### src/leaf_defs.svh
`ifndef LEAF_DEFS_SVH
`define LEAF_DEFS_SVH

// packet field widths, valid bit sits on top
`define LEAF_PACKET_BITS  49
`define LEAF_PAYLOAD_BITS 32
`define LEAF_LEAF_BITS    5
`define LEAF_PORT_BITS    4
`define LEAF_ADDR_BITS    7

// leaf sizing
`define LEAF_NUM_OUT      6
`define LEAF_FIFO_DEPTH   4   // words per output channel

// destination port codes seen by the decoder
`define LEAF_CFG_PORT     0
`define LEAF_DATA_PORT    1

`endif

### src/leaf_pkg.sv
`include "leaf_defs.svh"

package leaf_pkg;

    typedef logic [`LEAF_PACKET_BITS-1:0]  packet_t;
    typedef logic [`LEAF_PAYLOAD_BITS-1:0] payload_t;
    typedef logic [`LEAF_LEAF_BITS-1:0]    leaf_id_t;
    typedef logic [`LEAF_PORT_BITS-1:0]    port_id_t;

    // channel index on config packets, sequence number on outgoing ones
    typedef logic [`LEAF_ADDR_BITS-1:0]    addr_t;

    typedef logic [$clog2(`LEAF_NUM_OUT + 1)-1:0] chan_sel_t;

    typedef enum logic {
        ARB_RUN,
        ARB_HOLD
    } arb_state_t;

endpackage

### src/leaf_decoder.sv
`timescale 1ns/1ns
`include "leaf_defs.svh"

module leaf_decoder (
    input  logic                clk,
    input  logic                rst_n,
    input  leaf_pkg::packet_t   din,
    output leaf_pkg::payload_t  user_rx_data,
    output logic                user_rx_vld,
    output logic                cfg_we,
    output leaf_pkg::chan_sel_t cfg_chan,
    output leaf_pkg::leaf_id_t  cfg_leaf,
    output leaf_pkg::port_id_t  cfg_port
);

    localparam int ADDR_LO = `LEAF_PAYLOAD_BITS;
    localparam int PORT_LO = ADDR_LO + `LEAF_ADDR_BITS;
    localparam int PORT_HI = PORT_LO + `LEAF_PORT_BITS - 1;

    logic               in_vld;
    leaf_pkg::port_id_t in_port;
    leaf_pkg::addr_t    in_addr;
    leaf_pkg::payload_t in_payload;
    logic               is_cfg;
    logic               is_data;

    // destination leaf of an arriving packet is already ours, so it is not looked at
    assign in_vld     = din[`LEAF_PACKET_BITS-1];
    assign in_port    = din[PORT_HI:PORT_LO];
    assign in_addr    = din[PORT_LO-1:ADDR_LO];
    assign in_payload = din[`LEAF_PAYLOAD_BITS-1:0];

    assign is_cfg  = in_vld && (in_port == leaf_pkg::port_id_t'(`LEAF_CFG_PORT));
    assign is_data = in_vld && (in_port == leaf_pkg::port_id_t'(`LEAF_DATA_PORT));

    // strobes, one cycle each
    always_ff @(posedge clk) begin
        if (!rst_n) begin
            cfg_we      <= 1'b0;
            user_rx_vld <= 1'b0;
        end else begin
            cfg_we      <= is_cfg;
            user_rx_vld <= is_data;   // other ports fall through silently
        end
    end

    always_ff @(posedge clk) begin
        if (is_cfg) begin
            cfg_chan <= leaf_pkg::chan_sel_t'(in_addr);
            cfg_leaf <= in_payload[`LEAF_LEAF_BITS+`LEAF_PORT_BITS-1:`LEAF_PORT_BITS];
            cfg_port <= in_payload[`LEAF_PORT_BITS-1:0];
        end
        if (is_data) begin
            user_rx_data <= in_payload;
        end
    end

    // config packets must name a channel that exists, full 7-bit field checked
    a_cfg_chan_range : assert property (
        @(posedge clk) disable iff (!rst_n)
        is_cfg |-> (in_addr >= 1 && in_addr <= `LEAF_NUM_OUT)
    );

endmodule

### src/out_channel.sv
`timescale 1ns/1ns
`include "leaf_defs.svh"

module out_channel #(
    parameter int CHAN_INDEX = 1
) (
    input  logic                clk,
    input  logic                rst_n,
    input  logic                cfg_we,
    input  leaf_pkg::chan_sel_t cfg_chan,
    input  leaf_pkg::leaf_id_t  cfg_leaf,
    input  leaf_pkg::port_id_t  cfg_port,
    input  leaf_pkg::payload_t  user_tx_data,
    input  logic                user_tx_vld,
    input  logic                chan_pop,
    output leaf_pkg::packet_t   chan_pkt,
    output logic                chan_ready
);

    localparam int PTR_BITS = $clog2(`LEAF_FIFO_DEPTH);
    localparam int CNT_BITS = $clog2(`LEAF_FIFO_DEPTH + 1);
    localparam int LAST_PTR = `LEAF_FIFO_DEPTH - 1;

    leaf_pkg::payload_t  fifo_mem [`LEAF_FIFO_DEPTH];
    logic [PTR_BITS-1:0] wr_ptr;
    logic [PTR_BITS-1:0] rd_ptr;
    logic [CNT_BITS-1:0] count;
    logic                fifo_full;
    logic                do_pop;
    logic                cfg_hit;

    leaf_pkg::leaf_id_t  dst_leaf;
    leaf_pkg::port_id_t  dst_port;
    leaf_pkg::addr_t     seq_num;

    assign cfg_hit    = cfg_we && (cfg_chan == leaf_pkg::chan_sel_t'(CHAN_INDEX));
    assign chan_ready = (count != '0);
    assign fifo_full  = (count == CNT_BITS'(`LEAF_FIFO_DEPTH));
    assign do_pop     = chan_pop && chan_ready;

    // destination of this channel, rewritten by config packets
    always_ff @(posedge clk) begin
        if (!rst_n) begin
            dst_leaf <= '0;
            dst_port <= '0;
        end else if (cfg_hit) begin
            dst_leaf <= cfg_leaf;
            dst_port <= cfg_port;
        end
    end

    always_ff @(posedge clk) begin
        if (user_tx_vld) begin
            fifo_mem[wr_ptr] <= user_tx_data;
        end
    end

    always_ff @(posedge clk) begin
        if (!rst_n) begin
            wr_ptr  <= '0;
            rd_ptr  <= '0;
            count   <= '0;
            seq_num <= '0;
        end else begin
            if (user_tx_vld) begin
                wr_ptr <= (wr_ptr == PTR_BITS'(LAST_PTR)) ? '0 : wr_ptr + 1'b1;
            end
            if (do_pop) begin
                rd_ptr  <= (rd_ptr == PTR_BITS'(LAST_PTR)) ? '0 : rd_ptr + 1'b1;
                seq_num <= seq_num + 1'b1;   // wraps at 128
            end
            case ({user_tx_vld, do_pop})
                2'b10:   count <= count + 1'b1;
                2'b01:   count <= count - 1'b1;
                default: count <= count;
            endcase
        end
    end

    // head word wrapped with our destination and sequence number
    assign chan_pkt = {chan_ready, dst_leaf, dst_port, seq_num, fifo_mem[rd_ptr]};

    // no back-pressure, the user has to respect the FIFO budget
    a_no_push_full : assert property (
        @(posedge clk) disable iff (!rst_n)
        user_tx_vld |-> !fifo_full
    );

    // the arbiter only pops channels that offered a packet
    a_pop_when_ready : assert property (
        @(posedge clk) disable iff (!rst_n)
        chan_pop |-> chan_ready
    );

endmodule

### src/leaf_arbiter.sv
`timescale 1ns/1ns
`include "leaf_defs.svh"

module leaf_arbiter (
    input  logic                                     clk,
    input  logic                                     rst_n,
    input  logic                                     resend,
    input  leaf_pkg::packet_t [`LEAF_NUM_OUT-1:0]    chan_pkt,
    input  logic              [`LEAF_NUM_OUT-1:0]    chan_ready,
    output logic              [`LEAF_NUM_OUT-1:0]    chan_pop,
    output leaf_pkg::packet_t                        dout
);

    leaf_pkg::arb_state_t state;
    leaf_pkg::chan_sel_t  last_win;   // 0-based index of the previous grant
    leaf_pkg::chan_sel_t  win;
    logic                 found;
    logic                 hold;
    leaf_pkg::packet_t    dout_q;

    // hold also covers one quiet cycle after resend drops
    assign hold = resend || (state == leaf_pkg::ARB_HOLD);

    always_ff @(posedge clk) begin
        if (!rst_n) begin
            state <= leaf_pkg::ARB_RUN;
        end else begin
            case (state)
                leaf_pkg::ARB_RUN:  if (resend)  state <= leaf_pkg::ARB_HOLD;
                leaf_pkg::ARB_HOLD: if (!resend) state <= leaf_pkg::ARB_RUN;
                default:            state <= leaf_pkg::ARB_RUN;
            endcase
        end
    end

    // search starts one past the last winner
    always_comb begin
        int idx;
        found = 1'b0;
        win   = last_win;
        for (int k = 1; k <= `LEAF_NUM_OUT; k++) begin
            idx = (int'(last_win) + k) % `LEAF_NUM_OUT;
            if (!found && chan_ready[idx]) begin
                found = 1'b1;
                win   = leaf_pkg::chan_sel_t'(idx);
            end
        end
    end

    always_comb begin
        chan_pop = '0;
        if (found && !hold) begin
            chan_pop[win] = 1'b1;
        end
    end

    always_ff @(posedge clk) begin
        if (!rst_n) begin
            dout_q   <= '0;
            last_win <= leaf_pkg::chan_sel_t'(`LEAF_NUM_OUT - 1);   // channel 0 goes first
        end else if (!hold) begin
            dout_q <= found ? chan_pkt[win] : '0;
            if (found) begin
                last_win <= win;
            end
        end
    end

    // a packet caught by resend stays in dout_q and goes out once the hold ends
    assign dout = hold ? '0 : dout_q;

    a_pop_onehot : assert property (
        @(posedge clk) disable iff (!rst_n)
        $onehot0(chan_pop)
    );

endmodule

### src/leaf_node.sv
`timescale 1ns/1ns
`include "leaf_defs.svh"

module leaf_node (
    input  logic                                    clk,
    input  logic                                    rst_n,
    input  logic                                    resend,
    input  leaf_pkg::packet_t                       din,
    input  leaf_pkg::payload_t [`LEAF_NUM_OUT-1:0]  user_tx_data,
    input  logic               [`LEAF_NUM_OUT-1:0]  user_tx_vld,
    output leaf_pkg::packet_t                       dout,
    output leaf_pkg::payload_t                      user_rx_data,
    output logic                                    user_rx_vld
);

    logic                                   cfg_we;
    leaf_pkg::chan_sel_t                    cfg_chan;
    leaf_pkg::leaf_id_t                     cfg_leaf;
    leaf_pkg::port_id_t                     cfg_port;

    leaf_pkg::packet_t [`LEAF_NUM_OUT-1:0]  chan_pkt;
    logic              [`LEAF_NUM_OUT-1:0]  chan_ready;
    logic              [`LEAF_NUM_OUT-1:0]  chan_pop;

    leaf_decoder u_leaf_decoder (
        .clk          (clk),
        .rst_n        (rst_n),
        .din          (din),
        .user_rx_data (user_rx_data),
        .user_rx_vld  (user_rx_vld),
        .cfg_we       (cfg_we),
        .cfg_chan     (cfg_chan),
        .cfg_leaf     (cfg_leaf),
        .cfg_port     (cfg_port)
    );

    // channels are numbered from 1, matching the config address field
    for (genvar i = 0; i < `LEAF_NUM_OUT; i++) begin : g_chan
        out_channel #(
            .CHAN_INDEX (i + 1)
        ) u_out_channel (
            .clk          (clk),
            .rst_n        (rst_n),
            .cfg_we       (cfg_we),
            .cfg_chan     (cfg_chan),
            .cfg_leaf     (cfg_leaf),
            .cfg_port     (cfg_port),
            .user_tx_data (user_tx_data[i]),
            .user_tx_vld  (user_tx_vld[i]),
            .chan_pop     (chan_pop[i]),
            .chan_pkt     (chan_pkt[i]),
            .chan_ready   (chan_ready[i])
        );
    end

    leaf_arbiter u_leaf_arbiter (
        .clk        (clk),
        .rst_n      (rst_n),
        .resend     (resend),
        .chan_pkt   (chan_pkt),
        .chan_ready (chan_ready),
        .chan_pop   (chan_pop),
        .dout       (dout)
    );

endmodule

### config.mk
export PLATFORM = sky130hd
export DESIGN_NAME = leaf_node
export DESIGN_NICKNAME = d
export VERILOG_FILES = /design/src/leaf_pkg.sv /design/src/leaf_decoder.sv /design/src/out_channel.sv /design/src/leaf_arbiter.sv /design/src/leaf_node.sv
export VERILOG_INCLUDE_DIRS = /design/src /design/src/src
export SDC_FILE = /design/constraint.sdc
export NUM_CORES = 1
export LEC_CHECK = 0
export ABC_CLOCK_PERIOD_IN_PS = 6400
export BUFFER_PORTS_ARGS = -buffer_cell sky130_fd_sc_hd__buf_2
export CORE_MARGIN = 2
export CORE_UTILIZATION = 62
export CTS_BUF_LIST = sky130_fd_sc_hd__clkbuf_4
export DETAILED_ROUTE_END_ITERATION = 16
export GPL_ROUTABILITY_DRIVEN = 0
export GPL_TIMING_DRIVEN = 0
export PLACE_DENSITY_LB_ADDON = 0.1
export SLEW_MARGIN = 15
export SYNTH_ARGS = -nofsm -noshare
export SYNTH_HDL_FRONTEND = slang
export SYNTH_SLANG_ARGS = --single-unit
### constraint.sdc
create_clock -name clk -period 6.4 [get_ports clk]
set_clock_uncertainty 0.15 [all_clocks]
set_input_delay 0.32 -clock clk [delete_from_list [all_inputs] [get_ports clk]]
set_output_delay 0.32 -clock clk [all_outputs]
set_load 0.02 [all_outputs]
# After elaboration in Yosys (flattened, before gate mapping)
# Memory sizes are Yosys's and may differ from the RTL's. A register that Yosys moved wholly into a read port is not among the register bits.
# Cells that the tools add are included.
[word_totals]
regBits = 237
latch_bits = 0
ramBits = 768
mem_bits_ro = 0
input_bits = 250
out_inout_bits = 82
word_cells = 255
memories = 6
[classes]
n_addsub = 36
n_mul = 0
div = 6
magnitude_cmp = 8
eq_ne = 31
n_shift = 0
mux = 80
bitwise = 1
n_reduce_logical = 42
[memory_table]
columns = ["name", "words", "width", "rd", "rd_ports_with_merged_regs", "wr", "line", "source"]
rows = [
  ["g_chan[0].u_out_channel.fifo_mem", 4, 32, 1, 1, 1, "out_channel.sv:24", "leaf_pkg::payload_t fifo_mem [`LEAF_FIFO_DEPTH];"],
  ["g_chan[1].u_out_channel.fifo_mem", 4, 32, 1, 1, 1, "out_channel.sv:24", ""],
  ["g_chan[2].u_out_channel.fifo_mem", 4, 32, 1, 1, 1, "out_channel.sv:24", ""],
  ["g_chan[3].u_out_channel.fifo_mem", 4, 32, 1, 1, 1, "out_channel.sv:24", ""],
  ["g_chan[4].u_out_channel.fifo_mem", 4, 32, 1, 1, 1, "out_channel.sv:24", ""],
  ["g_chan[5].u_out_channel.fifo_mem", 4, 32, 1, 1, 1, "out_channel.sv:24", ""],
]
[ops]
columns = ["operator", "n"]
rows = [
  ["$lt 32x5->1 const B", 6],
  ["$mod 32x4->32 const B", 6],
  ["$bmux 49 s3", 1],
  ["$mux 49", 3],
  ["$mux 2", 24],
  ["$add 7x1->7 const B", 6],
  ["$eq 2x2->1 const B", 18],
  ["$pmux 3 s2", 6],
  ["$mux 1", 32],
  ["$add 2x1->2 const B", 12],
  ["$logic_and 1x1->1", 21],
  ["$add 3x1->3 const B", 6],
  ["$bmux 1 s3", 6],
  ["$mux 3", 6],
  ["$reduce_bool 3->1", 6],
  ["$sub 3x1->3 const B", 6],
  ["$add 3x3->4 const B", 3],
  ["$eq 2x1->1 const B", 6],
  ["$reduce_bool 2->1", 6],
  ["$eq 3x3->1 const B", 3],
  ["$add 3x2->4 const B", 2],
  ["$eq 3x2->1 const B", 2],
  ["$logic_not 1->1", 6],
  ["$mux 6", 1],
  ["10 further kinds", 10],
]

# Longest topological paths before layout
[logic_depth]
ltp_word = 29
depth_mapped = 25

# Modules after synthesis
# From an unflattened synthesis, not the netlist that was laid out.
[unflattened]
hier_cells = 3044
hier_area_um2 = 43969.7
[by_module_without_submodules]
columns = ["mod", "n_inst", "cells_per_inst", "area_each_um2"]
rows = [
  ["out_channel at g_chan[0].u_out_channel ...", 3, 292, 5704.2],
  ["out_channel at g_chan[4].u_out_channel ...", 2, 291, 5698.0],
  ["leaf_arbiter", 1, 1243, 8350.5],
  ["out_channel at g_chan[2].u_out_channel", 1, 291, 5701.7],
  ["leaf_decoder", 1, 52, 1408.9],
]

# Least setup slack after synthesis
# No wires, ideal clock.
[synth_timing]
kind = "register to register"
from = "register u_leaf_arbiter.last_win[2]"
to = "register g_chan[1].u_out_channel.count[2]"
arrival_time_ns = 5.293
path_slack_ns = 0.886
stages_incl_launch_ff = 26
period_less_slack_ns = 5.514
path_cell_list = "dfxtp_1 buf_6 inv_2 ha_1 buf_2 nand2_1 nand2_1 ha_1 nand3b_1 a31oi_1 nand2_1 or4_4 a211oi_2 or4_1 buf_4 nand3_4 or4_1 buf_2 clkbuf_1 nor2_1 ha_1 inv_1 fa_1 xor2_1 or3_1 a21oi_1"
[synth_between]
elab_chain_cells = 29
word_cells_on_any_way = 64
classes_between = "add/sub (6); div (6); order compare (2); eq/ne (2); mux (34); reduce/logical (14)"
[synth_rtl]
columns = ["item", "line", "source"]
rows = [
  ["from (decl)", "leaf_arbiter.sv:15", "leaf_pkg::chan_sel_t last_win;"],
  ["from (signal assigned)", "leaf_arbiter.sv:60", "last_win <= leaf_pkg::chan_sel_t'(`LEAF_NUM_OUT - 1);"],
  ["from (signal assigned)", "leaf_arbiter.sv:64", "last_win <= win;"],
  ["$add 3x1->4", "leaf_arbiter.sv:42", "idx = (int'(last_win) + k) % `LEAF_NUM_OUT;"],
  ["$mod 32x4->32 (no line)", "n/a", ""],
  ["$bmux 1 s3", "leaf_arbiter.sv:43", "if (!found && chan_ready[idx]) begin"],
  ["$mux 1 (implied by the code) (2 in a row)", "leaf_arbiter.sv:43", ""],
  ["$mux 1", "leaf_arbiter.sv:43", ""],
  ["$logic_not 1->1", "leaf_arbiter.sv:43", ""],
  ["$logic_and 1x1->1", "leaf_arbiter.sv:43", ""],
  ["$mux 1", "leaf_arbiter.sv:43", ""],
  ["[... 12 more ...]", "n/a", ""],
  ["$lt 3x4->1 (implied by the code) / $ge 3x1->1 (equally long branches)", "leaf_arbiter.sv:53", "chan_pop[win] = 1'b1;"],
  ["$logic_and 1x1->1 (implied by the code)", "leaf_arbiter.sv:53", ""],
  ["$mux 1 (implied by the code)", "leaf_arbiter.sv:53", ""],
  ["$demux 1 s3", "n/a", ""],
  ["$mux 6 *", "leaf_arbiter.sv:52", "if (found && !hold) begin"],
  ["$logic_and 1x1->1 *", "out_channel.sv:39", "assign do_pop = chan_pop && chan_ready;"],
  ["$eq 2x1->1 / $eq 2x2->1 (equally long branches)", "out_channel.sv:72", "case ({user_tx_vld, do_pop})"],
  ["$pmux 3 s2 / $reduce_bool 2->1 (equally long branches)", "n/a", ""],
  ["to (signal assigned)", "out_channel.sv:73", "2'b10: count <= count + 1'b1;"],
  ["to (signal assigned)", "out_channel.sv:74", "2'b01: count <= count - 1'b1;"],
  ["to (signal assigned)", "out_channel.sv:75", "default: count <= count;"],
  ["to (decl)", "out_channel.sv:27", "logic [CNT_BITS-1:0] count;"],
]
# Every way passes the cells marked *; elsewhere a longest branch is shown, timed or not. The select of a mux whose other input is x is not followed.
# A chain may end at the register's enable or synchronous reset.

# Final worst setup path
[layout_timing]
from = "register u_leaf_arbiter.last_win[0]"
to = "register g_chan[4].u_out_channel.count[2]"
[layout_between]
elab_chain_cells = 29
word_cells_on_any_way = 64
classes_between = "add/sub (6); div (6); order compare (2); eq/ne (2); mux (34); reduce/logical (14)"
[layout_rtl]
columns = ["item", "line"]
rows = [
  ["$add 3x1->4", "leaf_arbiter.sv:42"],
  ["$mod 32x4->32 (no line)", "n/a"],
  ["$bmux 1 s3", "leaf_arbiter.sv:43"],
  ["$mux 1 (implied by the code) (2 in a row)", "leaf_arbiter.sv:43"],
  ["$mux 1", "leaf_arbiter.sv:43"],
  ["$logic_not 1->1", "leaf_arbiter.sv:43"],
  ["$logic_and 1x1->1", "leaf_arbiter.sv:43"],
  ["$mux 1", "leaf_arbiter.sv:43"],
  ["[... 12 more ...]", "n/a"],
  ["$lt 3x4->1 (implied by the code) / $ge 3x1->1 (equally long branches)", "leaf_arbiter.sv:53"],
  ["$logic_and 1x1->1 (implied by the code)", "leaf_arbiter.sv:53"],
  ["$mux 1 (implied by the code)", "leaf_arbiter.sv:53"],
  ["$demux 1 s3", "n/a"],
  ["$mux 6 *", "leaf_arbiter.sv:52"],
  ["$logic_and 1x1->1 *", "out_channel.sv:39"],
  ["$eq 2x1->1 / $eq 2x2->1 (equally long branches)", "out_channel.sv:72"],
  ["$pmux 3 s2 / $reduce_bool 2->1 (equally long branches)", "n/a"],
  ["to (signal assigned)", "out_channel.sv:73"],
  ["to (signal assigned)", "out_channel.sv:74"],
  ["to (signal assigned)", "out_channel.sv:75"],
  ["to (decl)", "out_channel.sv:27"],
]
# Marked as above.

==> flow_results.org <==
** Route
- After detailed routing, the total wire length is 120000 µm.
- In this run, the number of DRC markers left after iteration 0 of detailed routing was 3400.
- DRC violations left :: 0
- Number of antenna-violating nets in the routed design :: 0
- Number of iterations in the first detailed-routing pass :: 6
- Routed wire per std cell :: between 20 and 30 µm
- In the routed layout, each cell is associated on average with a via count of between 6 and 7.
- Across all layers, the routed design uses 29300 vias.

** Setup path
- Capturing element type of the critical path :: flop
- The worst register-to-register path begins at u_leaf_arbiter.last_win[0]$_SDFFE_PN1N_.
- STA classifies the critical path startpoint as a flop.
- Worst r2r dst :: g_chan[4].u_out_channel.count[2]$_SDFFE_PN0P_
- WS Path Type :: flop to flop
- Signal arrival time at the worst endpoint :: 7020 ps
- Worst R2R Path Depth :: 23
- Of all nets on the critical path, the largest fanout is 10.
- The worst register-to-register path has a setup slack of 190 ps.
- For the worst setup path, the data required time is 7220 ps.

** GRT
- Aggregate global-route resource usage :: 0.347
- Antenna violations before repair :: 12
- Wire length of the first global-routing pass :: 178000 µm
- Number of global-route vias before repair :: 30000
- Entering global routing, the biggest net connects 33 pins.
- For this run the aggregate overflow at the end of global routing stands at 0.

** Clock tree
- No sink is reached through more buffers than the 3 on the longest clock path.
- TritonCTS built the clock tree.
- In this run the clock root is driven by a sky130_fd_sc_hd__clkbuf_4.
- Clock net sink count :: 1017
- Worst skew pair latency :: 1080 ps
- CTS clk-pin slew, worst paths :: 80 ps
- Clock tree synthesis inserted a total of 237 buffers.
- The H-tree generated during clock tree synthesis spans 4 levels.

** Floorplanning
- Height of the chip :: ~260 µm
- For this configuration, the core starts out at a cell density of 0.629.
- 332 I/O pins were placed.
- The die is 263 µm wide.
- Rows :: 94
- Die Footprint :: a little under 70000 µm²
- Floorplan core area :: 66000 µm²

** Yosys
- Instance count of the mapped netlist :: 2560
- Yosys Warn Count :: 0
- The number of different library cells used by synthesis comes to 85.
- The largest total area in the synthesized netlist belongs to sky130_fd_sc_hd__edfxtp_1.
- In this run, synthesis inferred about 810 flip-flops with an integrated enable.
- After synthesis, the mean cell area works out to 16.2 µm².
- Share of the synthesized area in the top cell type :: 0.587
- Post-synthesis register bit count :: 1017
- Combined area of all synthesized cells :: slightly above 40000 µm²
- Of the synthesized area, sequential elements account for 0.686.
- Synth top area cells :: sky130_fd_sc_hd__edfxtp_1, sky130_fd_sc_hd__mux4_2, sky130_fd_sc_hd__dfxtp_1, sky130_fd_sc_hd__and2_1, sky130_fd_sc_hd__o31ai_1
- The most used flip-flop cell after synthesis is sky130_fd_sc_hd__edfxtp_1.
- Synth Net Count :: 2871
- In the synthesized netlist the async set-or-reset flop fraction comes to 0.

** Final layout
- Summing all flip-flop and latch instances after layout gives 28500 µm².
- Fillers :: between 3000 and 4000
- The net count of the finished layout is 3937.
- Number of cells in the finished layout apart from fillers :: 4696
- End-of-flow core utilization :: 0.802
- Area grow syn2layout :: 27.4%
- The library cell used most frequently in the layout, excluding fill and tap cells, is sky130_fd_sc_hd__edfxtp_1.
- Area of the multi-input gates :: between 10000 and 15000 µm²
- In the layout the commonest cells are sky130_fd_sc_hd__edfxtp_1, sky130_fd_sc_hd__dlygate4sd3_1, sky130_fd_sc_hd__clkbuf_4.
- In the final layout, the share of cells above drive strength 1 is 0.279.
- After routing the design area is around 53000 µm².

** Pwr
- IR drop worst, VDD :: around 0.00045 V
- For this design the static power due to leakage is approximately 18 nW.
- Pwr Density :: 443 nW/µm²

** Timing
- Worst Hold Slack :: 140 ps
- Hold Vio Cnt, Final :: 0
- Slew Limit Fails :: 0
- Part of the cycle the worst path needs :: 0.970
- For the pin with the worst max-slew slack, the measured transition is 1430 ps.
- Based on the critical path, the design can be clocked at up to 161 MHz.
- Remaining max-slew budget at the tightest pin :: 0.0403
- Setup violations remaining at the end of the flow were counted as 0.
- The worst path needs 6210 ps of the cycle, external delays included.
- Worst Setup Slack, final :: roughly 190 ps
- Setup repair after global routing missed its margin :: yes

** Placement
- Number of buffer cells added on primary ports :: roughly 320
- Post-DP Area :: about 45000 µm²
- Worst slack after detailed placement :: -477 ps
- After legalization and detailed placement, the total HPWL measured 77300 µm.
- The number of placed instances, taps included, is 3769.

** Hold path
- Count of cells along the worst hold path :: 4
- Worst min path class :: primary input to flop
- In this run the most critical hold path is launched from user_tx_vld[5].
- WHS Endpoint :: g_chan[5].u_out_channel.wr_ptr[1]$_SDFFE_PN0P_

** Run
- Total of max-cap violations :: 0

** Outcome
- The run finished with clean final reports.
-- area by class of cell --
type / instances / area share
flip-flops and latches: 1017 / 0.539
inverters: 60 / 0.00426
plain buffers: 153 / 0.0116
diodes: 12 / 0.000568
clock inverters: 72 / 0.00733
clock buffers: 361 / 0.0512
multi-input cells: 1327 / 0.234
repair buffers: 830 / 0.132
well taps: 864 / 0.0204
-- registers in the layout (all words and copies together) (netlist names), named ones only --
register,cells
u_leaf_arbiter.state,1
u_leaf_decoder.cfg_port,4
g_chan.u_out_channel.wr_ptr,12
u_leaf_decoder.user_rx_vld,1
g_chan.u_out_channel.rd_ptr,12
g_chan.u_out_channel.seq_num,42
u_leaf_decoder.user_rx_data,32
g_chan.u_out_channel.dst_port,24
u_leaf_arbiter.last_win,3
u_leaf_decoder.cfg_we,1
g_chan.u_out_channel.dst_leaf,30
u_leaf_decoder.cfg_chan,3
g_chan.u_out_channel.count,18
u_leaf_decoder.cfg_leaf,5
g_chan.u_out_channel.fifo_mem,768
u_leaf_arbiter.dout_q,49
-- kinds of logic after synthesis --
logic type / synth area share
flops: 0.686
simple gates: 0.0714
compound gates: 0.0779
mux: 0.121
buf+inv: 0.0204
fa+ha+maj: 0.0195
xor+xnor: 0.00353
-- synth_stat cells, drive strengths merged, types with 11 or more instances --
| master | n |
|---|---|
| mux2 | 50 |
| inv | 60 |
| or3 | 29 |
| o211ai | 11 |
| xor2 | 13 |
| nand3 | 29 |
| nor3 | 19 |
| nand4 | 18 |
| o21ai | 46 |
| dfxtp | 205 |
| nand2 | 143 |
| a32oi | 46 |
| edfxtp | 812 |
| a221oi | 47 |
| or4 | 70 |
| a21oi | 136 |
| buf | 21 |
| nor2 | 46 |
| mux4 | 192 |
| a211oi | 17 |
| clkbuf | 135 |
| and2 | 128 |
| ha | 55 |
| and3 | 20 |
| mux2i | 14 |
| o31ai | 107 |
-- power by group --
part / internal [mW] / total, mW / switching, mW
clock network: 2.63 / 5.29 / 2.66
registers: 7.51 / 7.69 / 0.178
logic: 3.25 / 10.5 / 7.21
total: 13.4 / 23.4 / 10.0
-- worst max-delay path by stage --
stage                                            startpoint                                       endpoint  slack, ps  depth (start not counted)
finish              u_leaf_arbiter.last_win[0]$_SDFFE_PN1N_  g_chan[4].u_out_channel.count[2]$_SDFFE_PN0P_        190                         23
detailed placement  u_leaf_arbiter.last_win[1]$_SDFFE_PN0N_  g_chan[3].u_out_channel.count[2]$_SDFFE_PN0P_       -480                         23
floorplan           u_leaf_arbiter.last_win[2]$_SDFFE_PN1N_  g_chan[1].u_out_channel.count[2]$_SDFFE_PN0P_        890                         25
global placement    u_leaf_arbiter.last_win[1]$_SDFFE_PN0N_  g_chan[3].u_out_channel.count[2]$_SDFFE_PN0P_       -280                         23
global route        u_leaf_arbiter.last_win[0]$_SDFFE_PN1N_  g_chan[5].u_out_channel.count[2]$_SDFFE_PN0P_        -30                         24
CTS                 u_leaf_arbiter.last_win[1]$_SDFFE_PN0N_  g_chan[4].u_out_channel.count[2]$_SDFFE_PN0P_         20                         24
-- per-stage QoR --
stage	power, mW	setup TNS (ps)
5_1_grt	24.2	-61.9
6_report	23.4	0
4_1_cts	22.8	0
2_1_floorplan	13.6	0
3_5_place_dp	17.3	-4910
3_3_place_gp	17.1	-383
-- layer usage --
metal / share of wire / track usage / vias to the layer above
met2: 0.51 / 0.591 / 1796
li1: - / - / 12600
met3: 0.093 / 0.0738 / 336
met1: 0.36 / 0.426 / 14500
met5: 0.00059 / 0 / -
met4: 0.045 / 0.165 / 10
-- worst max-delay path, stage by stage, from the launching register on --
cell and delay [ps]:
sky130_fd_sc_hd__dfxtp_2 420, sky130_fd_sc_hd__buf_4 220, sky130_fd_sc_hd__inv_1 140, sky130_fd_sc_hd__ha_1 300, sky130_fd_sc_hd__xnor2_4 280, sky130_fd_sc_hd__ha_1 300, sky130_fd_sc_hd__nor2b_2 170, sky130_fd_sc_hd__a211oi_2 110
sky130_fd_sc_hd__o21ai_0 220, sky130_fd_sc_hd__a221o_1 280, sky130_fd_sc_hd__o21ai_1 120, sky130_fd_sc_hd__buf_4 210, sky130_fd_sc_hd__or4_1 540, sky130_fd_sc_hd__buf_4 190, sky130_fd_sc_hd__o211ai_1 180, sky130_fd_sc_hd__nand3_1 370
sky130_fd_sc_hd__clkbuf_1 310, sky130_fd_sc_hd__nor2_1 270, sky130_fd_sc_hd__ha_1 240, sky130_fd_sc_hd__inv_1 60, sky130_fd_sc_hd__fa_1 370, sky130_fd_sc_hd__xor2_1 160, sky130_fd_sc_hd__or3_1 300, sky130_fd_sc_hd__a21oi_1 170
-- what timing repair did --
item | CTS | global route
pin swaps | 3 | 6
buffers inserted | 2 | 8
resized for setup | 7 | 23
hold buffers | 475 | 0
endpoints found under the hold margin | 1665 | 0
setup endpoints to repair | 48 | 16
Power figures use the tool's default switching activity.
